## src/core_pkg.sv

```systemverilog
/*
 * Core definitions for the integer compute core: data word, register index,
 * instruction layout and opcode encoding
 */
package core_pkg;

    localparam int word_width     = 32;
    localparam int reg_addr_width = 4;
    localparam int num_regs       = 16;
    localparam int imm_width      = 16;
    localparam int opcode_width   = 4;

    // Only the low five bits of operand b count as a shift amount
    localparam int shamt_width    = 5;

    // Field positions inside an instruction word, counted from bit zero
    localparam int opcode_lsb = 28;
    localparam int dest_lsb   = 24;
    localparam int src_a_lsb  = 20;
    localparam int src_b_lsb  = 16;
    localparam int imm_lsb    = 0;

    typedef logic [word_width-1:0]     word_t;
    typedef logic [reg_addr_width-1:0] reg_addr_t;
    typedef logic [imm_width-1:0]      imm_t;
    typedef logic [shamt_width-1:0]    shamt_t;

    // Opcode, destination, source a, source b, immediate from the top bit down
    typedef logic [word_width-1:0]     instr_t;

    typedef enum logic [opcode_width-1:0] {
        op_nop  = 4'h0,
        op_add  = 4'h1,
        op_sub  = 4'h2,
        op_mul  = 4'h3,
        op_and  = 4'h4,
        op_or   = 4'h5,
        op_xor  = 4'h6,
        op_shl  = 4'h7,
        op_shr  = 4'h8,
        op_ldi  = 4'h9,
        op_stop = 4'hf
    } opcode_t;

endpackage
```

## src/rf_if.sv

```systemverilog
/*
 * Register file access bundle shared by the controller, the register file
 * and the execution unit
 */
`timescale 1ns/1ps

interface rf_if import core_pkg::*; ();

    reg_addr_t read_addr_a;
    reg_addr_t read_addr_b;
    logic      write_enable;
    reg_addr_t write_address;
    logic      busy;
    word_t     operand_a;
    word_t     operand_b;
    word_t     result;

    modport ctrl (
        output read_addr_a,
        output read_addr_b,
        output write_enable,
        output write_address,
        output busy
    );

    modport rf (
        input  read_addr_a,
        input  read_addr_b,
        input  write_enable,
        input  write_address,
        input  busy,
        input  result,
        output operand_a,
        output operand_b
    );

    modport exu (
        input  operand_a,
        input  operand_b,
        output result
    );

endinterface

```

## src/exec_unit.sv

```systemverilog
/*
 * Integer execution unit, purely combinational, computing one result per
 * opcode from the two register operands or the immediate
 */
`timescale 1ns/1ps

module exec_unit import core_pkg::*; (
    rf_if.exu         exu,
    input  opcode_t   opcode,
    input  imm_t      immediate
);

    shamt_t shift_amount;
    word_t  imm_word;
    word_t  product;

    // Shift amounts of 32 and above fold back onto their low five bits
    assign shift_amount = exu.operand_b[shamt_width-1:0];

    // The immediate is zero extended to a full word
    assign imm_word = {{(word_width - imm_width){1'b0}}, immediate};

    // Only the low word of the product is kept
    assign product = exu.operand_a * exu.operand_b;

    always_comb begin
        case (opcode)
            op_add: begin
                exu.result = exu.operand_a + exu.operand_b;
            end
            op_sub: begin
                exu.result = exu.operand_a - exu.operand_b;
            end
            op_mul: begin
                exu.result = product;
            end
            op_and: begin
                exu.result = exu.operand_a & exu.operand_b;
            end
            op_or: begin
                exu.result = exu.operand_a | exu.operand_b;
            end
            op_xor: begin
                exu.result = exu.operand_a ^ exu.operand_b;
            end
            op_shl: begin
                exu.result = exu.operand_a << shift_amount;
            end
            op_shr: begin
                exu.result = exu.operand_a >> shift_amount;
            end
            op_ldi: begin
                exu.result = imm_word;
            end
            // nop, stop and unused codes produce zero and are never written
            default: begin
                exu.result = '0;
            end
        endcase
    end

endmodule

```

## src/flat_wrapper.sv

```systemverilog
// flat-port wrapper written by rule: the top's interface ports become plain ports
module exec_unit_flat import core_pkg::*;
  (opcode, immediate, exu_operand_a, exu_operand_b, exu_result);
  rf_if exu_i ();
  input  opcode_t opcode;
  input  imm_t immediate;
  input wire logic [$bits(exu_i.operand_a)-1:0] exu_operand_a;
  input wire logic [$bits(exu_i.operand_b)-1:0] exu_operand_b;
  output wire logic [$bits(exu_i.result)-1:0] exu_result;
  assign exu_i.operand_a = exu_operand_a;
  assign exu_i.operand_b = exu_operand_b;
  assign exu_result = exu_i.result;
  exec_unit u_core (.exu(exu_i), .opcode(opcode), .immediate(immediate));
endmodule
```

## config.mk

```make
export PLATFORM = sky130hd
export DESIGN_NAME = exec_unit_flat
export DESIGN_NICKNAME = d
export VERILOG_FILES = /design/src/core_pkg.sv /design/src/rf_if.sv /design/src/exec_unit.sv /design/src/flat_wrapper.sv
export SDC_FILE = /design/constraint.sdc
export NUM_CORES = 2
export LEC_CHECK = 0
export ABC_AREA = 1
export BUFFER_PORTS_ARGS = -buffer_cell sky130_fd_sc_hd__buf_2
export CAP_MARGIN = 20
export CORE_ASPECT_RATIO = 0.6
export CORE_MARGIN = 2
export CORE_UTILIZATION = 45
export DETAILED_ROUTE_END_ITERATION = 6
export GPL_ROUTABILITY_DRIVEN = 1
export MAX_ROUTING_LAYER = met4
export REMOVE_ABC_BUFFERS = 1
export SYNTH_ARGS = -nofsm -noshare
export SYNTH_HDL_FRONTEND = slang
export SYNTH_SLANG_ARGS = --single-unit
```

## constraint.sdc

```tcl
create_clock -name vclk -period 21.8
set_input_delay 4.36 -clock vclk [all_inputs]
set_output_delay 4.36 -clock vclk [all_outputs]
set_load 0.02 [all_outputs]
```

Word level (Yosys, flattened, before mapping):

Index checks and enable logic that the tools add are counted.

* eq/ne operators: 9
* multipliers: 1
* bitwise operators: 3
* mux-type cells: 1
* $add $sub $neg: 2
* shift operators: 2

Operators with widths (number)
* $pmux W32 S9: 1
* $add A32 B32 Y32: 1
* $and A32 B32 Y32: 1
* $mul A32 B32 Y32: 1
* $or A32 B32 Y32: 1
* $shl A32 B5 Y32: 1
* $shr A32 B5 Y32: 1
* $sub A32 B32 Y32: 1
* $xor A32 B32 Y32: 1
* $eq A4 B3 Y1 const B: 4
* $eq A4 B2 Y1 const B: 2
* $eq A4 B4 Y1 const B: 2
* $eq A4 B1 Y1 const B: 1

* output and inout port bits: 32
* register bits: 0

Longest topological paths before layout:

* depth in word-level cells: 2
* mapped depth: 34

Least setup slack after synthesis:

Ideal clock, no wire load.

* path type: input port to output port
* start point: input port exu_operand_b[2]
* end point: output port exu_result[27]
* stages: 28
* data arrival time: 11.061 ns
* slack: 6.379 ns
* cell sequence: buf_2 > clkbuf_1 > clkbuf_1 > buf_1 > nand2_1 > inv_1 > fa_1 > inv_1 > fa_1 > fa_1 > fa_1 > inv_1 > fa_1 > inv_1 > fa_1 > inv_1 > fa_1 > fa_1 > ha_1 > a21oi_1 > o21ai_0 > a21oi_1 > nand3_1 > a21o_1 > or2_2 > nand3_1 > and2_1 > o21ai_1

* cells in the longest elaborated chain, start to end: 2
* elaborated cells between the ends (all ways): 6
* those cells by class: 2 x add/sub; 1 x mul; 2 x shift; 1 x mux

RTL lines
* from (decl): RTL line flat_wrapper.sv:8 `input wire logic [$bits(exu_i.operand_b)-1:0] exu_operand_b;`
* $mul A32 B32 Y32 (tied with other cells): RTL line exec_unit.sv:24 `assign product = exu.operand_a * exu.operand_b;`
* $pmux W32 S9 (*): RTL line exec_unit.sv:27 `case (opcode)`
* to (decl): RTL line flat_wrapper.sv:9 `output wire logic [$bits(exu_i.result)-1:0] exu_result;`

Mark *: on every way between the ends. The rest lies on a longest branch, timed or not.

Final worst setup path:

* start point: input port exu_operand_b[2]
* end point: output port exu_result[31]

The elaborated chain is that of the path after synthesis.

==> results.py <==
metrics = {
    "min_path": {
        "hold_depth": 4,
        "min_path_type": "in -> out",
    },
    "critical_path": {
        "crit_fanout": 57,
        "cp_num_cells": 28,
        "crit_end": "exu_result[31]",
        "path_class": "in -> out",
        "crit_arrival_ps": 12160,
        "crit_path_start": "exu_operand_b[2]",
        "cpMaxStageDelayCell": "buf_4",
        "critPathLaunchType": "input pin",
        "cp_slowest_stage_delay_ps": 620,
        "critical_path.top_delay_family": "adder cells",
        "crit_top_cell": "fa_1",
        "endpoint_kind": "primary output",
        "path_buf_inv": 9,
        "required_ps": 17440,
    },
    "routing": {
        "totalWireLength_mm": 90.6,
        "avgRoutedWirePerCell_um": 20.9,
        "drt_iter0_drc": 2768,
        "dr.pass1.iters": 7,
        "routed_via_density": 5.38,
        "ant_nets": 0,
        "drc": 6,
        "routed-via-count": 23297,
    },
    "placed_design": {
        "dpl_cell_area_mm2": 0.0250,
        "dp_cells": 4327,
        "dp_hpwl_mm": 71.3,
        "port_buffers": 116,
        "gp_congestion": 1.05,
    },
    "floorplan": {
        "die_w_um": 303,
        "core-area_mm2": 0.0528,
        "design.die.area_mm2": 0.0556,
        "initial_core_util": 0.457,
        "die_h_um": 183,
        "num_rows": 65,
        "io_pins": 116,
    },
    "sta": {
        "fin_crit_sh": 0.758,
        "timing.fmax_mhz": 60.5,
        "max_slew_margin": 0.267,
        "setup_viol": 0,
        "maxSlewViolCount": 0,
        "fin_hold_ws_ps": 9080,
        "rsz0062_at_grt": "no",
        "tightest_slew_ps": 1090,
        "hold_violations": 0,
        "fin_setup_tns_ps": 0,
        "finalCriticalPeriod_ps": 16520,
    },
    "grt": {
        "busiest_layer": "met1",
        "grt_pass1_wl_mm": 138,
        "grt-ovfl-total": 0,
        "grtUsageMet1": 0.534,
        "antenna_found_initial": 0,
        "grt_use_total": 0.340,
        "use_met2": 0.437,
        "grt_use_met3": 0.0757,
        "grt_start_max_net_pins": 78,
        "grt_pass1_vias": 22665,
    },
    "final_layout": {
        "antenna_cells": 0,
        "mostFrequentLayoutCells": "1043 x nand2_1, 914 x inv_1, 409 x fa_1, 220 x ha_1, 179 x o21ai_0",
        "layout_commonest_cell": "nand2_1",
        "design.seq.count": 0,
        "register_area_um2": 0,
        "nClkBuffers": 0,
        "final_design_area_no_fill_mm2": 0.0250,
        "multi_input_area_mm2": 0.0199,
        "num-nets-final": 4339,
        "layoutNonFillerInstCount": 4327,
        "num-fill-cells": 5660,
        "drive_gt1_frac": 0.0522,
        "syn_to_final_growth_pct": 3.73,
    },
    "cts": {
        "postCtsHoldBufs": 0,
        "cts_resized": 0,
        "post_cts_buffers": 0,
    },
    "synthesis": {
        "ys_seq_area_frac": 0,
        "syn_inst": 3658,
        "synth_area_mm2": 0.0241,
        "syn_area_per_cell_um2": 6.60,
        "synth_warnings": 0,
        "synth_cell_types": 60,
    },
    "flow_run": {
        "cap_violations": 0,
    },
    "run_status": {
        "violations": "DRC",
        "status": "complete, but fails checks",
    },
}
[Yosys cell counts, types with 30 or more instances]
master | n | area share
fa_1 | 409 | 0.34
a21oi_1 | 156 | 0.032
o21ai_1 | 30 | 0.0062
buf_1 | 43 | 0.0067
nor2_1 | 110 | 0.017
o21ai_0 | 179 | 0.037
ha_1 | 220 | 0.11
nand3_1 | 135 | 0.028
xor2_1 | 40 | 0.015
clkbuf_1 | 85 | 0.013
nand2_1 | 1043 | 0.16
inv_1 | 914 | 0.14
buf_2 | 45 | 0.0093
[through the flow]
step / setup WS [ps] / util
floorplan: 7300 / -
global placement: 5500 / 0.474
detailed placement: 5470 / 0.474
CTS: 5450 / 0.474
global route: 4890 / 0.474
finish: 5280 / 0.474
[layer usage]
layer / up-vias / share of wire
met1: 11112 / 0.48
met4: 0 / 0.023
met3: 96 / 0.13
li1: 10904 / -
met2: 1185 / 0.37
met5: - / 0
[worst min-delay path by stage]
stage            startpoint             to
3_3_place_gp   immediate[2]  exu_result[2]
6_report       immediate[2]  exu_result[2]
3_5_place_dp   immediate[2]  exu_result[2]
5_1_grt        immediate[2]  exu_result[2]
4_1_cts        immediate[2]  exu_result[2]
2_1_floorplan  immediate[2]  exu_result[2]
[final cells by class]
type	instances	share of cell area
multi-input cells	2553	0.793
inverters	922	0.138
well taps	703	0.0351
repair buffers	149	0.0332
[tightest hold or removal path, delay by kind of cell]
family,cells,cell delay (ps)
buffers and inverters,2,240
AND/OR/NAND/NOR,1,80
AO/OA/AOI/OAI,1,50
[logic make-up after synthesis]
group	after synthesis	share of synthesized area
xor gates and xnor gates	49	0.0178
and+or+nand+nor	1375	0.231
AOI/OAI and AO/OA	496	0.119
adders and majority gates	629	0.453
muxes	4	0.00166
buffers and inverters	1105	0.177
Power is not shown: default switching activity piles up to over one toggle a cycle in this logic, so the estimate is an artifact.
