===== config.mk =====
export PLATFORM = sky130hd
export DESIGN_NAME = program_memory
export DESIGN_NICKNAME = d
export VERILOG_FILES = /design/src/io_pkg.sv /design/src/core_pkg.sv /design/src/program_memory.sv
export SDC_FILE = /design/constraint.sdc
export NUM_CORES = 2
export LEC_CHECK = 0
export BUFFER_PORTS_ARGS = -buffer_cell sky130_fd_sc_hd__buf_2
export CAP_MARGIN = 0
export CORE_MARGIN = 2
export CORE_UTILIZATION = 45
export CTS_BUF_LIST = sky130_fd_sc_hd__clkbuf_16
export DETAILED_ROUTE_END_ITERATION = 8
export HOLD_SLACK_MARGIN = 0.12
export RECOVER_POWER = 25
export SLEW_MARGIN = 20
export SYNTH_ARGS = -nofsm -noshare
export SYNTH_HDL_FRONTEND = slang
export SYNTH_SLANG_ARGS = --single-unit

===== constraint.sdc =====
create_clock -name clock -period 4.01 [get_ports clock]
set_input_delay 0.6015 -clock clock [delete_from_list [all_inputs] [get_ports clock]]
set_output_delay 0.6015 -clock clock [all_outputs]
set_load 0.02 [all_outputs]

===== src/io_pkg.sv =====
/*
 * Host port definitions: program address type and program memory size
 */
package io_pkg;

    localparam int pc_width   = 6;
    localparam int prog_depth = 64;

    typedef logic [pc_width-1:0] pc_t;

    // Executing this address without a stop wraps the program counter
    localparam pc_t last_pc = pc_t'(prog_depth - 1);

endpackage


===== src/core_pkg.sv =====
/*
 * Core definitions for the integer compute core: data word, register index,
 * instruction layout and opcode encoding
 */
package core_pkg;

    localparam int word_width     = 32;
    localparam int reg_addr_width = 4;
    localparam int num_regs       = 16;
    localparam int imm_width      = 16;
    localparam int opcode_width   = 4;

    // Only the low five bits of operand b count as a shift amount
    localparam int shamt_width    = 5;

    // Field positions inside an instruction word, counted from bit zero
    localparam int opcode_lsb = 28;
    localparam int dest_lsb   = 24;
    localparam int src_a_lsb  = 20;
    localparam int src_b_lsb  = 16;
    localparam int imm_lsb    = 0;

    typedef logic [word_width-1:0]     word_t;
    typedef logic [reg_addr_width-1:0] reg_addr_t;
    typedef logic [imm_width-1:0]      imm_t;
    typedef logic [shamt_width-1:0]    shamt_t;

    // Opcode, destination, source a, source b, immediate from the top bit down
    typedef logic [word_width-1:0]     instr_t;

    typedef enum logic [opcode_width-1:0] {
        op_nop  = 4'h0,
        op_add  = 4'h1,
        op_sub  = 4'h2,
        op_mul  = 4'h3,
        op_and  = 4'h4,
        op_or   = 4'h5,
        op_xor  = 4'h6,
        op_shl  = 4'h7,
        op_shr  = 4'h8,
        op_ldi  = 4'h9,
        op_stop = 4'hf
    } opcode_t;

endpackage

===== src/program_memory.sv =====
/*
 * Program memory with a host write port and a registered fetch port
 */
`timescale 1ns/1ps

module program_memory import core_pkg::*, io_pkg::*; (
    input  logic   clock,
    input  logic   prog_write,
    input  pc_t    prog_address,
    input  word_t  prog_data,
    input  pc_t    fetch_address,
    output instr_t instruction
);

    word_t mem [prog_depth];

    // Host side, one word per strobe
    always_ff @(posedge clock) begin
        if (prog_write) begin
            mem[prog_address] <= prog_data;
        end
    end

    // The fetch port samples every cycle, so the word appears one cycle
    // after its address and stays while the address is held
    always_ff @(posedge clock) begin
        instruction <= instr_t'(mem[fetch_address]);
    end

endmodule


* Yosys cells after proc, flatten, opt, wreduce, memory -nomap -nowiden
Memory sizes are Yosys's and may differ from the RTL's. A register that Yosys moved wholly into a read port is not among the register bits. Cells that the tools add are included.
Cells by class: multiplexer cells 2
Operators by type and width (count):
- 1-bit 2-to-1 mux | 2
Word-level totals: register bits after elaboration 0, RAM bits 2048, input bits 46, output and inout port bits 32, logic and storage cells 3, memories 1
Memories:
- mem | depth 64, width 32, rd ports 1, clocked after Yosys merged registers in 1, write ports 1, RTL line program_memory.sv:15 | word_t mem [prog_depth];

* Longest topological paths before layout
depth in word-level cells 2, gate-level depth with buffers 10, gate-level depth less buffers 5

* Worst setup path after synthesis
OpenSTA, ideal clock, no wires.
path kind input to register, start input prog_address[3], end memory mem[48][0] in the netlist's numbering, enable pin, setup time 0.461 ns, arrival time 3.300 ns, data required time 3.549 ns, slack 0.249 ns, stages 4, path buffers 1, cell sequence clkbuf_1 > nor2b_1 > nand4b_1 > nor3_1
RTL lines:
- start, declared | RTL line program_memory.sv:9 | input pc_t prog_address,
- end, declared | RTL line program_memory.sv:15
No word-level cell before the write port.

==> results.py <==
metrics = {
    "cells_and_area": {
        "syn2layout_area_growth_pct": 14.7,
        "design_area_sq_um": 90000,
        "finalNonFillerCells": 6134,
        "final_net_count": 3671,
        "num-fill-cells": 13400,
        "layout-drive-gt1-share_pct": 30.1,
    },
    "floorplanning": {
        "design.core.area_sq_um": 174000,
        "floorplan.die.width_microns": 422,
        "ios": 78,
        "chip_height_microns": 422,
        "die_footprint_sq_um": 178000,
        "row_count": 153,
        "initial_standard_cell_utilization_of_the_core_pct": 45.2,
    },
    "yosys": {
        "ys_seq_area_share_pct": 79.1,
        "post_synth_instance_area_sq_um": 78500,
        "postSynthRegisterBits": 2080,
        "synth_ff_type": "sky130_fd_sc_hd__edfxtp_1",
        "synth_edf_count": 2048,
        "yosysWarnings": 0,
        "synthesis.instances": 3324,
        "postSynth.asyncResetShare_pct": 0,
        "synth_nets": 3370,
        "ys_types": 34,
        "synthesis.area_per_instance_sq_um": 23.6,
    },
    "worst_setup_path": {
        "cp-end-kind": "flip-flop",
        "reg2reg_depth": 4,
        "regToRegEndpoint": "instruction[29]$_DFF_P_",
        "cp_data_required_time_ns": 4.70,
        "crit_arrival_ns": 3.24,
        "timing_worst_setup_path_type": "input port to flip-flop",
        "critPathLaunchType": "input port",
        "rr_startpoint": "mem[15][29]$_DFFE_PP_",
        "critical_path.max_fanout": 28,
        "reg_to_reg_slack_setup_ns": 1.84,
    },
    "route": {
        "postRouteAntennaNets": 0,
        "route.final.wire_length_microns": 198000,
        "detail_route.drc_violations": 0,
        "final_routed_wire_length_divided_by_cell_count_microns": 32.3,
        "detailroute.via_count": 37000,
        "route.detailed.vias_per_inst": 6.03,
        "initialDrtViolationCount": 4367,
        "detail_route.first_pass.iterations": 7,
    },
    "placed_design": {
        "placed_cells_incl_taps": 5743,
        "preCtsSetupSlack_ns": 0.483,
        "place_hpwl_microns": 116000,
        "detailed_place.area_sq_um": 83500,
        "io_buffer_count": 77,
        "gpl_wtd_cong": 0.817,
    },
    "clocking": {
        "cts_root_buf": "sky130_fd_sc_hd__clkbuf_16",
        "cts_hold_buffers": 0,
        "post_cts_resize_count": 0,
        "clkSlewWorstSetupHoldPaths_ns": 0.06,
        "cts.repair_timing.setup_buffer_count": 0,
        "cts_made_buffers": 205,
        "cts_tree": "built",
        "clk-insertion-delay-late_ns": 0.84,
        "clk_path_buf_depth": 3,
        "clock-sinks": 2080,
        "htree_levels": 4,
    },
    "outcome": {
        "violations": "max-capacitance violations, max-slew violations",
        "outcome": "finished, violations left",
    },
    "timing": {
        "report.final.hold_viol_count": 0,
        "fmax_mhz": 392,
        "report.final.slew_viol_count": 1276,
        "fin_worst_skew_ns": 0.0409,
        "fin_setup_tns_ns": 0,
        "finalWorstPathRequiredPeriod_ns": 2.55,
        "worst_slew_pin_slew_ns": 2.93,
        "unrepaired_setup_endpoints_after_global_routing": "no",
        "slew_headroom_pct": -95.6,
        "layout_setup_ws_ns": 1.46,
        "timing.hold.ws_ns": 0.399,
        "layout_worst_path_cycle_share_pct": 63.7,
        "setup_viol": 0,
    },
    "global_routing": {
        "grt_antenna_before_repair": 14,
        "grt.total_usage_pct": 22.3,
        "grt_pass1_wl_microns": 281000,
        "grt_max_degree": 65,
        "first_global_vias": 37100,
        "grt.overflow.total": 0,
    },
    "hold_path": {
        "hold_depth": 1,
        "worst_min_delay_path_startpoint": "prog_data[9]",
        "worstHoldPathType": "input port to flip-flop",
        "hold_end": "mem[44][9]$_DFFE_PP_",
    },
    "power_and_ir_drop": {
        "peakVddDrop_mv": 0.428,
        "power_leakage_nw": 28.2,
        "pwr_density_cell_nw_per_um2": 499,
    },
    "flow_run": {
        "maxCapViolCount": 22,
    },
}
## through the flow
step | utilization (%) | total power [mW]
2_1_floorplan | - | 25.8
3_3_place_gp | 48.1 | 26.9
3_5_place_dp | 48.1 | 26.9
4_1_cts | 51.9 | 45.3
5_1_grt | 51.8 | 46.2
6_report | 51.8 | 44.9
## synthesized netlist by cell type, drive strengths merged (7+ instances only)
cell type | instances | area, sq um
a21oi | 62 | 310
a22oi | 12 | 90.1
a311oi | 8 | 70.1
buf | 108 | 608
clkbuf | 74 | 278
dfxtp | 32 | 641
edfxtp | 2048 | 61500
mux2i | 93 | 931
mux4 | 544 | 12300
nand2 | 26 | 97.6
nand2b | 8 | 50.1
nor2 | 137 | 514
nor2b | 15 | 93.8
nor3 | 7 | 35.0
o221ai | 27 | 236
o22ai | 84 | 526
## area by class of cell
type / count / area, sq um / area share (%)
Sequential cell: 2080 / 62100 / 69.0
Tap cell: 2325 / 2910 / 3.23
Antenna cell: 7 / 17.5 / 0.0195
Timing Repair Buffer: 276 / 2470 / 2.75
Clock inverter: 176 / 1310 / 1.46
Clock buffer: 208 / 5200 / 5.78
Multi-Input combinational cell: 1062 / 16000 / 17.7
## power by group
group          total [mW]  internal (mW)  switching (mW)
sequential           24.2           24.1           0.116
combinational        2.23          0.841            1.39
clock                18.5           10.3            8.16
total                44.9           35.3            9.66
## critical path, stage by stage
cell and delay [ns]:
sky130_fd_sc_hd__buf_8 0.14, sky130_fd_sc_hd__buf_12 0.24, sky130_fd_sc_hd__buf_4 0.47, sky130_fd_sc_hd__mux4_2 0.62, sky130_fd_sc_hd__mux4_2 0.48, sky130_fd_sc_hd__o22ai_1 0.48
sky130_fd_sc_hd__nor2_1 0.11
## registers in the layout, summed over array words and instances (netlist names)
signal       count
instruction     32
mem           2048
## cells by family (layout without fill, tap and decap cells)
kind of cell           count (synthesis)  after routing  share of synthesized area, %
AO/OA/AOI/OAI                        202            202                          1.67
buffers and inverters                182            660                          1.13
multiplexers                         637            637                          16.8
flip-flops                          2080           2080                          79.1
other                                  0              7                             0
AND/OR/NAND/NOR                      223            223                          1.27
## placed cells by master (no fill, tap or decap), types with 3 or more instances in the layout
cell and instances:
sky130_fd_sc_hd__nor3_1 5, sky130_fd_sc_hd__buf_2 49, sky130_fd_sc_hd__buf_4 152, sky130_fd_sc_hd__and3_1 4, sky130_fd_sc_hd__clkinv_16 5, sky130_fd_sc_hd__clkinv_1 51
sky130_fd_sc_hd__clkinvlp_4 3, sky130_fd_sc_hd__o22ai_1 84, sky130_fd_sc_hd__a22oi_1 12, sky130_fd_sc_hd__or3b_2 3, sky130_fd_sc_hd__buf_12 47, sky130_fd_sc_hd__mux2i_1 93
sky130_fd_sc_hd__or3_1 3, sky130_fd_sc_hd__a41o_1 4, sky130_fd_sc_hd__bufinv_16 14, sky130_fd_sc_hd__inv_1 52, sky130_fd_sc_hd__mux4_2 544, sky130_fd_sc_hd__inv_6 3
sky130_fd_sc_hd__nor2_4 62, sky130_fd_sc_hd__dfxtp_1 32, sky130_fd_sc_hd__buf_8 3, sky130_fd_sc_hd__clkbuf_16 208, sky130_fd_sc_hd__nand3b_1 5, sky130_fd_sc_hd__nand2_1 26
sky130_fd_sc_hd__clkbuf_1 24, sky130_fd_sc_hd__nand2b_1 7, sky130_fd_sc_hd__nand3_1 5, sky130_fd_sc_hd__nor2b_1 15, sky130_fd_sc_hd__edfxtp_1 2048, sky130_fd_sc_hd__o32ai_1 4
sky130_fd_sc_hd__a21oi_1 62, sky130_fd_sc_hd__o221ai_1 27, sky130_fd_sc_hd__diode_2 7, sky130_fd_sc_hd__a311oi_1 8, sky130_fd_sc_hd__clkinv_2 43, sky130_fd_sc_hd__nor2_1 75
sky130_fd_sc_hd__inv_16 3
## worst max path at each step
stage / cells after the start / slack [ns] / from / end
6_report: 7 / 1.46 / fetch_address[0] / instruction[16]$_DFF_P_
5_1_grt: 1 / 1.28 / prog_data[19] / mem[40][19]$_DFFE_PP_
4_1_cts: 6 / 1.41 / fetch_address[1] / instruction[29]$_DFF_P_
3_5_place_dp: 6 / 0.48 / fetch_address[1] / instruction[29]$_DFF_P_
3_3_place_gp: 6 / 0.44 / fetch_address[1] / instruction[29]$_DFF_P_
2_1_floorplan: 4 / 0.25 / prog_address[3] / mem[48][0]$_DFFE_PP_
## per-layer routing
metal / wire length (microns) / global-route usage (%) / share of wire [%]
met1: 84100 / 32.6 / 42
met2: 96300 / 35.6 / 49
met3: 13700 / 3.47 / 6.9
met4: 3840 / 4.99 / 1.9
met5: 28 / 0 / 0.014
Note: power is estimated with default switching activity, not from simulation.
