--- config.mk ---
export PLATFORM = sky130hd
export DESIGN_NAME = core_control_flat
export DESIGN_NICKNAME = d
export VERILOG_FILES = /design/src/io_pkg.sv /design/src/core_pkg.sv /design/src/rf_if.sv /design/src/core_control.sv /design/src/flat_wrapper.sv
export SDC_FILE = /design/constraint.sdc
export NUM_CORES = 1
export LEC_CHECK = 0
export ABC_CLOCK_PERIOD_IN_PS = 2400
export BUFFER_PORTS_ARGS = -buffer_cell sky130_fd_sc_hd__buf_2
export CORE_ASPECT_RATIO = 1.25
export CORE_MARGIN = 8
export CORE_UTILIZATION = 44
export CTS_CLUSTER_DIAMETER = 30
export DETAILED_ROUTE_END_ITERATION = 10
export PLACE_DENSITY = 0.89
export SLEW_MARGIN = 5
export SYNTH_ARGS = -nofsm -noshare
export SYNTH_HDL_FRONTEND = slang
export SYNTH_SLANG_ARGS = --single-unit
--- constraint.sdc ---
create_clock -name clock -period 2.4 [get_ports clock]
set_input_delay 0.36 -clock clock [delete_from_list [all_inputs] [get_ports clock]]
set_output_delay 0.36 -clock clock [all_outputs]
set_load 0.01 [all_outputs]
--- src/io_pkg.sv ---
/*
 * Host port definitions: program address type and program memory size
 */
package io_pkg;

    localparam int pc_width   = 6;
    localparam int prog_depth = 64;

    typedef logic [pc_width-1:0] pc_t;

    // Executing this address without a stop wraps the program counter
    localparam pc_t last_pc = pc_t'(prog_depth - 1);

endpackage

--- src/core_pkg.sv ---
/*
 * Core definitions for the integer compute core: data word, register index,
 * instruction layout and opcode encoding
 */
package core_pkg;

    localparam int word_width     = 32;
    localparam int reg_addr_width = 4;
    localparam int num_regs       = 16;
    localparam int imm_width      = 16;
    localparam int opcode_width   = 4;

    // Only the low five bits of operand b count as a shift amount
    localparam int shamt_width    = 5;

    // Field positions inside an instruction word, counted from bit zero
    localparam int opcode_lsb = 28;
    localparam int dest_lsb   = 24;
    localparam int src_a_lsb  = 20;
    localparam int src_b_lsb  = 16;
    localparam int imm_lsb    = 0;

    typedef logic [word_width-1:0]     word_t;
    typedef logic [reg_addr_width-1:0] reg_addr_t;
    typedef logic [imm_width-1:0]      imm_t;
    typedef logic [shamt_width-1:0]    shamt_t;

    // Opcode, destination, source a, source b, immediate from the top bit down
    typedef logic [word_width-1:0]     instr_t;

    typedef enum logic [opcode_width-1:0] {
        op_nop  = 4'h0,
        op_add  = 4'h1,
        op_sub  = 4'h2,
        op_mul  = 4'h3,
        op_and  = 4'h4,
        op_or   = 4'h5,
        op_xor  = 4'h6,
        op_shl  = 4'h7,
        op_shr  = 4'h8,
        op_ldi  = 4'h9,
        op_stop = 4'hf
    } opcode_t;

endpackage
--- src/rf_if.sv ---
/*
 * Register file access bundle shared by the controller, the register file
 * and the execution unit
 */
`timescale 1ns/1ps

interface rf_if import core_pkg::*; ();

    reg_addr_t read_addr_a;
    reg_addr_t read_addr_b;
    logic      write_enable;
    reg_addr_t write_address;
    logic      busy;
    word_t     operand_a;
    word_t     operand_b;
    word_t     result;

    modport ctrl (
        output read_addr_a,
        output read_addr_b,
        output write_enable,
        output write_address,
        output busy
    );

    modport rf (
        input  read_addr_a,
        input  read_addr_b,
        input  write_enable,
        input  write_address,
        input  busy,
        input  result,
        output operand_a,
        output operand_b
    );

    modport exu (
        input  operand_a,
        input  operand_b,
        output result
    );

endinterface

--- src/core_control.sv ---
/*
 * Core controller with the program counter and the idle, fetch, decode and
 * execute sequence, three cycles per instruction until stop or a wrap
 */
`timescale 1ns/1ps

module core_control import core_pkg::*, io_pkg::*; (
    input  logic    clock,
    input  logic    arst_n,
    input  logic    run,
    output logic    done,
    rf_if.ctrl      ctrl,
    output pc_t     fetch_address,
    input  instr_t  instruction,
    output opcode_t opcode,
    output imm_t    immediate
);

    typedef enum logic [1:0] {
        st_idle,
        st_fetch,
        st_decode,
        st_execute
    } core_state_t;

    core_state_t state;
    pc_t         pc;
    opcode_t     op_q;
    reg_addr_t   dest_q;
    reg_addr_t   src_a_q;
    reg_addr_t   src_b_q;
    imm_t        imm_q;
    logic        writes_result;
    logic        last_step;

    // Sequencer and program counter
    always_ff @(posedge clock or negedge arst_n) begin
        if (!arst_n) begin
            state <= st_idle;
            pc    <= '0;
        end else begin
            case (state)
                st_idle: begin
                    if (run) begin
                        state <= st_fetch;
                        pc    <= '0;
                    end
                end
                st_fetch: begin
                    state <= st_decode;
                end
                st_decode: begin
                    state <= st_execute;
                end
                st_execute: begin
                    pc    <= pc + pc_t'(1);
                    state <= last_step ? st_idle : st_fetch;
                end
                default: begin
                    state <= st_idle;
                end
            endcase
        end
    end

    // The opcode decides on core writes, so it starts from a harmless value
    always_ff @(posedge clock or negedge arst_n) begin
        if (!arst_n) begin
            op_q <= op_nop;
        end else if (state == st_decode) begin
            op_q <= opcode_t'(instruction[opcode_lsb +: opcode_width]);
        end
    end

    always_ff @(posedge clock) begin
        if (state == st_decode) begin
            dest_q  <= instruction[dest_lsb +: reg_addr_width];
            src_a_q <= instruction[src_a_lsb +: reg_addr_width];
            src_b_q <= instruction[src_b_lsb +: reg_addr_width];
            imm_q   <= instruction[imm_lsb +: imm_width];
        end
    end

    always_comb begin
        case (op_q)
            op_add, op_sub, op_mul, op_and, op_or, op_xor, op_shl, op_shr, op_ldi: begin
                writes_result = 1'b1;
            end
            default: begin
                writes_result = 1'b0;
            end
        endcase
    end

    // A run ends on stop or when the counter is about to wrap past the top
    assign last_step = (op_q == op_stop) || (pc == last_pc);

    assign done               = (state == st_execute) && last_step;
    assign fetch_address      = pc;
    assign opcode             = op_q;
    assign immediate          = imm_q;
    assign ctrl.read_addr_a   = src_a_q;
    assign ctrl.read_addr_b   = src_b_q;
    assign ctrl.write_address = dest_q;
    assign ctrl.write_enable  = (state == st_execute) && writes_result;
    assign ctrl.busy          = (state != st_idle);

endmodule

--- src/flat_wrapper.sv ---
// flat-port wrapper written by rule: the top's interface ports become plain ports
module core_control_flat import core_pkg::*, io_pkg::*;
  (clock, arst_n, run, done, fetch_address, instruction, opcode, immediate, ctrl_read_addr_a, ctrl_read_addr_b, ctrl_write_enable, ctrl_write_address, ctrl_busy);
  rf_if ctrl_i ();
  input  logic clock;
  input  logic arst_n;
  input  logic run;
  output logic done;
  output pc_t fetch_address;
  input  instr_t instruction;
  output opcode_t opcode;
  output imm_t immediate;
  output wire logic [$bits(ctrl_i.read_addr_a)-1:0] ctrl_read_addr_a;
  output wire logic [$bits(ctrl_i.read_addr_b)-1:0] ctrl_read_addr_b;
  output wire logic [$bits(ctrl_i.write_enable)-1:0] ctrl_write_enable;
  output wire logic [$bits(ctrl_i.write_address)-1:0] ctrl_write_address;
  output wire logic [$bits(ctrl_i.busy)-1:0] ctrl_busy;
  assign ctrl_read_addr_a = ctrl_i.read_addr_a;
  assign ctrl_read_addr_b = ctrl_i.read_addr_b;
  assign ctrl_write_enable = ctrl_i.write_enable;
  assign ctrl_write_address = ctrl_i.write_address;
  assign ctrl_busy = ctrl_i.busy;
  core_control u_core (.clock(clock), .arst_n(arst_n), .run(run), .done(done), .ctrl(ctrl_i), .fetch_address(fetch_address), .instruction(instruction), .opcode(opcode), .immediate(immediate));
endmodule
* After elaboration in Yosys (flattened, before gate mapping)
Memory sizes are Yosys's and may differ from the RTL's. Index checks and enable logic that the tools add are counted.
Cells by class: add/subtract/negate cells 1, equal/unequal tests 6, multiplexer cells 5, reductions and logical operators 7
Operators with widths (number):
- $pmux W6 S2 | 1
- $pmux W2 S4 | 1
- $add A6 B1 Y6 const B | 1
- $eq A6 B6 Y1 const B | 1
- $mux W6 | 1
- $eq A2 B2 Y1 const B | 2
- $eq A4 B4 Y1 const B | 1
- $reduce_bool A2 Y1 | 2
- $eq A2 B1 Y1 const B | 1
- $logic_and A1 B1 Y1 | 2
- $logic_not A2 Y1 | 1
- $mux W2 | 1
- $ne A2 B2 Y1 const B | 1
- $reduce_and A2 Y1 | 1
- $logic_or A1 B1 Y1 | 1
- $mux W1 | 1
Word-level totals: flip-flop bits (word level) 40, bits in read-only memories 16, input port bits 35, output and inout port bits 41, memories 1
Memories:
- (no name shown) | depth 16, bits a word 1, read ports 1, clocked after memory_dff 0, write ports 0, line core_control.sv:85 | case (op_q)

* Depth between registers and ports, before layout
Gate-level depths: netlist of run 1.
depth in word-level cells 4, gate-level depth with buffers 7, gate-level depth less buffers 6

* Worst setup path before layout of run 1
No wires, ideal clock.
path type register to register, start point reg u_core.state[0], end point reg u_core.op_q[0], in the netlist u_core.opcode[0], library setup time 125 ps, arrival time 1733 ps, setup slack 542 ps, stages on the path, launching flop included 4, clock period less this slack 1858 ps, cell sequence dfrtp_1 -> inv_1 -> ha_1 -> mux2_2
Between the ends: cells in the longest elaborated chain, start to end 1
RTL lines:
- start, declared | line core_control.sv:26 | core_state_t state;
- start signal, assigned | line core_control.sv:39 | state <= st_idle;
- start signal, assigned | line core_control.sv:45 | state <= st_fetch;
- start signal, assigned | line core_control.sv:50 | state <= st_decode;
- $eq A2 B2 Y1 | line core_control.sv:70 | end else if (state == st_decode) begin
- end signal, assigned | line core_control.sv:69 | op_q <= op_nop;
- end signal, assigned | line core_control.sv:71 | op_q <= opcode_t'(instruction[opcode_lsb +: opcode_width]);
- end, declared | line core_control.sv:28 | opcode_t op_q;
No other way between the ends. A chain may end at the register's enable or synchronous reset.

* Final worst setup path of run 1
start point reg u_core.pc[0], in the netlist u_core.fetch_address[0], end point out done
Between the ends: cells in the longest elaborated chain, start to end 3
RTL lines:
- start, declared | line core_control.sv:27 | pc_t pc;
- start signal, assigned | line core_control.sv:56 | pc <= pc + pc_t'(1);
- $eq A6 B6 Y1 | line core_control.sv:96 | assign last_step = (op_q == op_stop) || (pc == last_pc);
- $logic_or A1 B1 Y1 | line core_control.sv:96
- $logic_and A1 B1 Y1 | line core_control.sv:98 | assign done = (state == st_execute) && last_step;
- end, declared | line flat_wrapper.sv:8 | output logic done;
No other way between the ends.

==> results of run 1 <==
-- power groups by stage --
stage / Clock [mW] / Combinational (mW) / Sequential (mW)
floorplan: 0 / 0.341 / 1.23
detailed placement: 0 / 0.770 / 1.14
global route: 0.570 / 0.840 / 1.15
finish: 0.527 / 0.759 / 1.12
global placement: 0 / 0.745 / 1.12
CTS: 0.539 / 0.772 / 1.12
-- repair_timing --
item / in CTS / in global routing
hold endpoints to repair: 12 / 0
buffers inserted: 0 / 0
hold buffers: 1 / 0
-- path summary, 6_finish.rpt --
path | depth (start not counted) | startpoint | end | slack [ns]
max in group asynchronous | 2 | arst_n | u_core.fetch_address[3]$_DFFE_PN0P_ | 1.70
max reg2reg | 5 | u_core.state[0]$_DFFE_PN0P_ | u_core.fetch_address[2]$_DFFE_PN0P_ | 0.69
min reg2reg | 1 | u_core.opcode[0]$_DFFE_PN0N_ | u_core.opcode[0]$_DFFE_PN0N_ | 0.57
min in group asynchronous | 2 | arst_n | u_core.opcode[2]$_DFFE_PN0N_ | 0.48
min | 1 | instruction[6] | u_core.immediate[6]$_DFFE_PN_ | 0.25
max | 5 | u_core.fetch_address[0]$_DFFE_PN0P_ | done | 0.46
-- cell usage after synthesis, drive strengths merged (3+ instances only) --
cell type,count,area share [%]
o21ai,6,2.0
nand3,4,1.3
a22o,3,1.8
edfxtp,28,57
mux2,5,3.8
nand2,5,1.3
ha,4,3.4
inv,3,0.76
nor2,3,0.76
dfrtp,12,20
nor3,3,1.0
-- per-stage QoR --
stage | cell area [um^2] | power (mW)
2_1_floorplan | 1488 | 1.569
3_3_place_gp | 1908 | 1.864
6_report | 2026 | 2.408
3_5_place_dp | 1908 | 1.909
4_1_cts | 2026 | 2.436
5_1_grt | 2026 | 2.559
-- routing by layer --
| metal | global-route usage [%] | share of wire [%] | vias up |
|---|---|---|---|
| li1 | - | - | 509 |
| met2 | 18.63 | 42 | 79 |
| met1 | 13.65 | 38 | 478 |
| met5 | 0 | 0 | - |
| met3 | 6.465 | 19 | 3 |
| met4 | 3.696 | 0.83 | 0 |
-- worst register-to-register path: stages (launching register included) --
cell,delay [ns]
dfrtp_1,0.41
inv_1,0.10
ha_1,0.26
nand2b_1,0.24
o21ai_0,0.28
a22o_1,0.31
-- layout make-up --
| type | count | area (um^2) | share of cell area (%) |
|---|---|---|---|
| sequential | 40 | 1141 | 56.33 |
| multi-input combinational | 47 | 326.6 | 16.12 |
| timing repair buffer | 77 | 392.9 | 19.39 |
| tap | 37 | 46.29 | 2.285 |
| inverter | 3 | 11.26 | 0.5559 |
| clock inverter | 2 | 35.03 | 1.729 |
| clock buffer | 6 | 72.57 | 3.582 |
-- cells by family (layout without fill, tap and decap cells) --
group	after synthesis	after routing	share of synthesized area, %
buffers and inverters	5	88	1.345
flip-flops	40	40	76.70
multiplexers	6	6	4.457
adder cells (fa/ha/maj)	4	4	3.364
AO/OA/AOI/OAI	14	14	6.224
AND/OR/NAND/NOR	23	23	7.907
-- registers in the layout, summed over array words and instances (netlist names) --
name / flops
u_core.opcode: 4
u_core.fetch_address: 6
u_core.state: 2
u_core.immediate: 16
u_core.ctrl.write_address: 4
u_core.ctrl.read_addr_a: 4
u_core.ctrl.read_addr_b: 4
==> results_dict.tcl, run 1 <==
set metrics [dict create \
    cpLargestDelayFamily "flip-flops" \
    critical_path.slowest_cell "dfrtp_1" \
    p_sw_share_pct 32.64 \
    worst_skew_pair_latency_ns 0.28 \
    comb_power_share_pct 31.5 \
    global_route.usage.total_pct 11.91 \
    grt_first_pass_wirelength_um 4995 \
    ys_seq_area_share_pct 76.70 \
    port_buffers 75 \
    overflow 0 \
    leak_pwr_nw 0.9475 \
    timing.fmax_mhz 514.3 \
    worst_pin_slew_ns 0.5492 \
    min_period_over_period_pct 81.01 \
    fin_nets 213 \
    final_util_pct 62.85 \
    placementRows 23 \
    critPathLaunchType "flip-flop" \
    worstPathCellList "ha_1 -> nand3_1 -> o21ai_0 -> and2_1 -> buf_2" \
    run_status "complete, no violations" \
    ys_ff_latch 40 \
    antenna_found_initial 0 \
    final_layout_fill_cell_count 248 \
    average_vias_per_placed_instance 5.042 \
    max-clock-path-buffers 2 \
    period_needed_ns 1.944 \
    synth_nets 131 \
    routed_wl_um 3487 \
    ioPinCount 76 \
    mostFrequentLayoutCell "buf_2" \
    max_slew_margin_pct 63.00 \
    mostFrequentLayoutCells "buf_2, edfxtp_1, dfrtp_1, o21ai_0" \
    grt_setup_unrepaired "false" \
    cellInternalPower_mw 1.622 \
    synth-edff-count 28 \
    die-area_um2 5509 \
    wl_per_cell_um 16.45 \
    finalMaxSlewViolations 0 \
    cts_tree "done" \
    num_vias 1069 \
    critical_path.max_fanout 6 \
    syn-cell-area_um2 1488 \
    async_reset_ff_share_pct 30.00 \
    power_per_cell_area_nw_per_um2 1189 \
    cts_buffers 5 \
    antenna_cells 0 \
    areaGrowthSynthToFinish_pct 36.16 \
    core_um2 3223 \
    switching_power_summed_over_all_nets_mw 0.7861 \
    critical_path_arrival_ns 1.58 \
    grt_max_degree 31 \
    ys.flop_type "edfxtp_1" \
    cp_data_required_time_ns 2.04 \
    setup_tns_ns 0 \
    syn_avg_cell_area_um2 16.17 \
    share_clk_of_total_power_pct 21.9 \
    first_global_vias 1079 \
    overall_die_height_um 81.01 \
    crit_buf_inv 1 \
    initial_core_util_pct 46.16 \
    numClockSinks 40 \
    fin_skew_ns 0.003363 \
    drc 0 \
    timing.critical_path.slowest_cell_delay_ns 0.41 \
    cts_resized 0 \
    cts_max_level 2 \
    antenna_violating_nets_post_route 0 \
    drt_iter0_markers 41 \
    dieWidth_um 68.01 \
    vdd.ir_drop.worst_mv 0.9368 \
    pre_cts_ws_ns 0.7495 \
    setup_viol 0 \
    worst-setup-path-type "flip-flop to output port" \
    drt_pass1_iterations 4 \
    pwr-share-seq_pct 46.6 \
    post-route-worst-setup-slack_ns 0.4558 \
    syn-instance-count 92 \
    layout.cells.non_filler 212 \
    detailed_place_hpwl_um 2789 \
    drive_above_1_share_pct 50.29 \
    finalHoldViolations 0 \
    synth.lib_cells_used.distinct 25 \
    timing.hold.ws_ns 0.2471 \
    clk_pin_slew_ns 0.07 \
    cap_viol_max_count 0 \
    yosysWarnings 0 \
    dp_cells 203 \
    worstHoldPathType "input port to flip-flop" \
    cts.root.buffer_cell "clkbuf_8" \
    crit_path_end_kind "output port" \
    gp_congestion 0.8099 \
]
(Power assumes the default switching activity.)
==> run 2: changes to the inputs <==
--- a/config.mk
+++ b/config.mk
@@ -5,14 +5,15 @@
 export SDC_FILE = /design/constraint.sdc
 export NUM_CORES = 1
 export LEC_CHECK = 0
-export ABC_CLOCK_PERIOD_IN_PS = 2400
+export ABC_AREA = 1
+export ABC_CLOCK_PERIOD_IN_PS = 1610
 export BUFFER_PORTS_ARGS = -buffer_cell sky130_fd_sc_hd__buf_2
 export CORE_ASPECT_RATIO = 1.25
 export CORE_MARGIN = 8
-export CORE_UTILIZATION = 44
+export CORE_UTILIZATION = 40
 export CTS_CLUSTER_DIAMETER = 30
 export DETAILED_ROUTE_END_ITERATION = 10
-export PLACE_DENSITY = 0.89
+export PLACE_DENSITY = 0.85
 export SLEW_MARGIN = 5
 export SYNTH_ARGS = -nofsm -noshare
 export SYNTH_HDL_FRONTEND = slang
==> constraint.sdc (replaced) <==
create_clock -name clock -period 1.61 [get_ports clock]
set_input_delay 0.2415 -clock clock [delete_from_list [all_inputs] [get_ports clock]]
set_output_delay 0.2415 -clock clock [all_outputs]
set_load 0.01 [all_outputs]
==> run 2 against run 1 <==
- area after synthesis rose by 2.4%
- power rose by 60%
- die area rose by 9.8%
- global-route usage rose by 0.72 points
- critical path depth rose by 1
- design area rose by 8.8%
- utilization fell by 3.6 points
- register-to-register slack got worse by 0.46 ns
- combinational power rose by 90%
- worst setup slack got worse by 0.42 ns
- largest power group unchanged
- highest routed layer unchanged
==> results_dict.tcl, run 2 <==
set metrics [dict create \
    run_status "complete, no violations" \
    synth_nets 144 \
    cap_viol_max_count 0 \
    synthXorXnorAreaFrac_pct 0 \
    core_um2 3722 \
    crit_top_cell "nand2_2" \
    crit_buf_inv 1 \
    mostFrequentLayoutCell "buf_2" \
    drt_iter0_markers 76 \
    cts_buffers 5 \
    yosys.area.top_type_share_pct 55.22 \
    synth-adder-area-share_pct 3.287 \
    drt_pass1_iterations 4 \
    worstPathCellList "ha_2 -> nand2_2 -> nor2_4 -> nand2_2 -> a21oi_2 -> buf_2" \
    critPathLaunchType "flip-flop" \
    mostFrequentLayoutCells "buf_2, edfxtp_1, nand2_1, buf_4, dfrtp_1" \
    overflow 0 \
    ys.flop_type "edfxtp_1" \
    critical_path_arrival_ns 1.34 \
    die-area_um2 6049 \
    worst_skew_pair_latency_ns 0.28 \
    synthMostInstantiatedCell "edfxtp_1" \
    areaGrowthSynthToFinish_pct 44.78 \
    port_buffers 75 \
    average_vias_per_placed_instance 4.875 \
    simple_gate_share_of_the_synthesized_area_pct 13.89 \
    max-clock-path-buffers 2 \
    numClockSinks 40 \
    initial_core_util_pct 40.91 \
    wl_per_cell_um 15.95 \
    synth_compound_area_share_pct 4.437 \
    setup_viol 0 \
    timing.critical_path.slowest_cell_delay_ns 0.37 \
    largest_register_ff_count 16 \
    grt_first_pass_wirelength_um 5899 \
    drive_above_1_share_pct 57.50 \
    post-route-worst-setup-slack_ns 0.03308 \
    synthTopCellsByArea "edfxtp_1, dfrtp_1, nand2_1" \
    syn-instance-count 105 \
    ys_seq_area_share_pct 74.94 \
    leak_pwr_nw 1.012 \
    min_period_over_period_pct 97.95 \
    vdd.ir_drop.worst_mv 0.5742 \
    fin_skew_ns 0.001808 \
    async_reset_ff_share_pct 30.00 \
    cts_max_level 2 \
    cp_data_required_time_ns 1.37 \
    finalMaxSlewViolations 0 \
    detailed_place_hpwl_um 2942 \
    antenna_cells 0 \
    ioPinCount 76 \
    first_global_vias 1145 \
    syn_avg_cell_area_um2 14.50 \
    total_power_mw 3.857 \
    grt_max_degree 21 \
    antenna_found_initial 0 \
    global_route.usage.total_pct 12.63 \
    num_vias 1170 \
    period_needed_ns 1.577 \
    worstHoldPathType "input port to flip-flop" \
    yosysWarnings 0 \
    syn-cell-area_um2 1523 \
    placementRows 25 \
    finalHoldViolations 0 \
    worst_pin_slew_ns 0.3032 \
    overall_die_height_um 84.98 \
    max_slew_margin_pct 79.60 \
    synth.lib_cells_used.distinct 25 \
    worst-setup-path-type "flip-flop to output port" \
    gp_congestion 0.7256 \
    fin_nets 238 \
    synth_top_family_by_area "simple AND/OR/NAND/NOR gates" \
    antenna_violating_nets_post_route 0 \
    cts_tree "done" \
    crit_path_end_kind "output port" \
    pre_cts_ws_ns 0.1837 \
    synthTopCellsByCount "edfxtp_1, nand2_1, dfrtp_1" \
    critical_path.slowest_cell "dfrtp_1" \
    synth-edff-count 28 \
    clk_pin_slew_ns 0.07 \
    synthDominantAreaCellType "edfxtp_1" \
    timing.fmax_mhz 634.1 \
    cpLargestDelayFamily "flip-flops" \
    routed_wl_um 3827 \
    grt_setup_unrepaired "true" \
    dieWidth_um 71.19 \
    drc 0 \
    power_per_cell_area_nw_per_um2 1749 \
    ys_ff_latch 40 \
    critical_path.max_fanout 2 \
    synth_mux_area_share_pct 0.7395 \
    cts.root.buffer_cell "clkbuf_8" \
]
[run 2: cell types whose count changed in the layout (fill, tap and decap cells not counted), sizes merged, moves of 2 or more]
cell and delta:
nand2 +13, buf +10, inv +8, nor2 +4, mux2 -4, a21o -2, a22o -3, a21oi +5
nor3 -2
[run 2: per-stage QoR]
step           area, um^2   TNS, ns  hold WS [ns]  util [%]  instances
6_report             2205         0        0.1308     59.23        240
5_1_grt              2205  -0.05682        0.1186     59.23        240
4_1_cts              2143  -0.01097        0.1251     57.58        235
3_5_place_dp         1986         0        0.1444     53.34        223
3_3_place_gp         1986         0        0.1431     53.34        223
2_1_floorplan        1525         0      -0.05409         -        105
[run 2: logic make-up (layout without fill, tap and decap cells)]
family	after synthesis	count (layout)
DFF	40	40
and+or+nand+nor	36	36
AOI/OAI and AO/OA	13	13
buffers and inverters	11	106
adders and majority gates	4	4
muxes	1	1
[run 2: final timing paths]
kind                                                          start                             endpoint  slack (ns)  cells past startpoint
worst max-delay path            u_core.fetch_address[1]$_DFFE_PN0P_                                 done        0.03                      6
worst min-delay path                                 instruction[1]        u_core.immediate[1]$_DFFE_PN_        0.13                      1
worst max register to register          u_core.state[0]$_DFFE_PN0P_  u_core.fetch_address[4]$_DFFE_PN0P_        0.23                      7
worst min register to register  u_core.fetch_address[5]$_DFFE_PN0P_  u_core.fetch_address[5]$_DFFE_PN0P_        0.53                      2
max in group asynchronous                                    arst_n          u_core.state[0]$_DFFE_PN0P_        0.99                      2
min in group asynchronous                                    arst_n  u_core.fetch_address[1]$_DFFE_PN0P_        0.38                      2
[run 2: area by class of cell]
type                    count  area (um^2)
clock inverters             2        35.03
well taps                  40        50.05
multi-input cells          54        381.6
clock buffers               6        72.57
flip-flops and latches     40         1144
inverters                  11        41.29
fillers                   284         1518
repair buffers             87        480.5
[run 2: where the power goes]
group	switching (mW)	leakage [nW]	internal [mW]
combinational	0.827	0.541	0.613
sequential	0.150	0.416	1.49
clock	0.316	0.0552	0.459
total	1.29	1.01	2.56
[run 2: layer usage]
metal | global-route usage [%] | vias to the layer above | part of all wire, %
li1 | - | 553 | -
met3 | 5.660 | 5 | 14
met1 | 12.79 | 536 | 36
met5 | 0 | - | 0
met2 | 21.86 | 76 | 49
met4 | 5.123 | 0 | 1.4
[run 2: repair_timing]
item                                    CTS  global route
pin swaps                                 1             3
gates resized for setup                   4             9
endpoints found under the hold margin    12             0
setup buffers                             3             5
hold buffers                              1             0
endpoints found under the setup margin    2             3
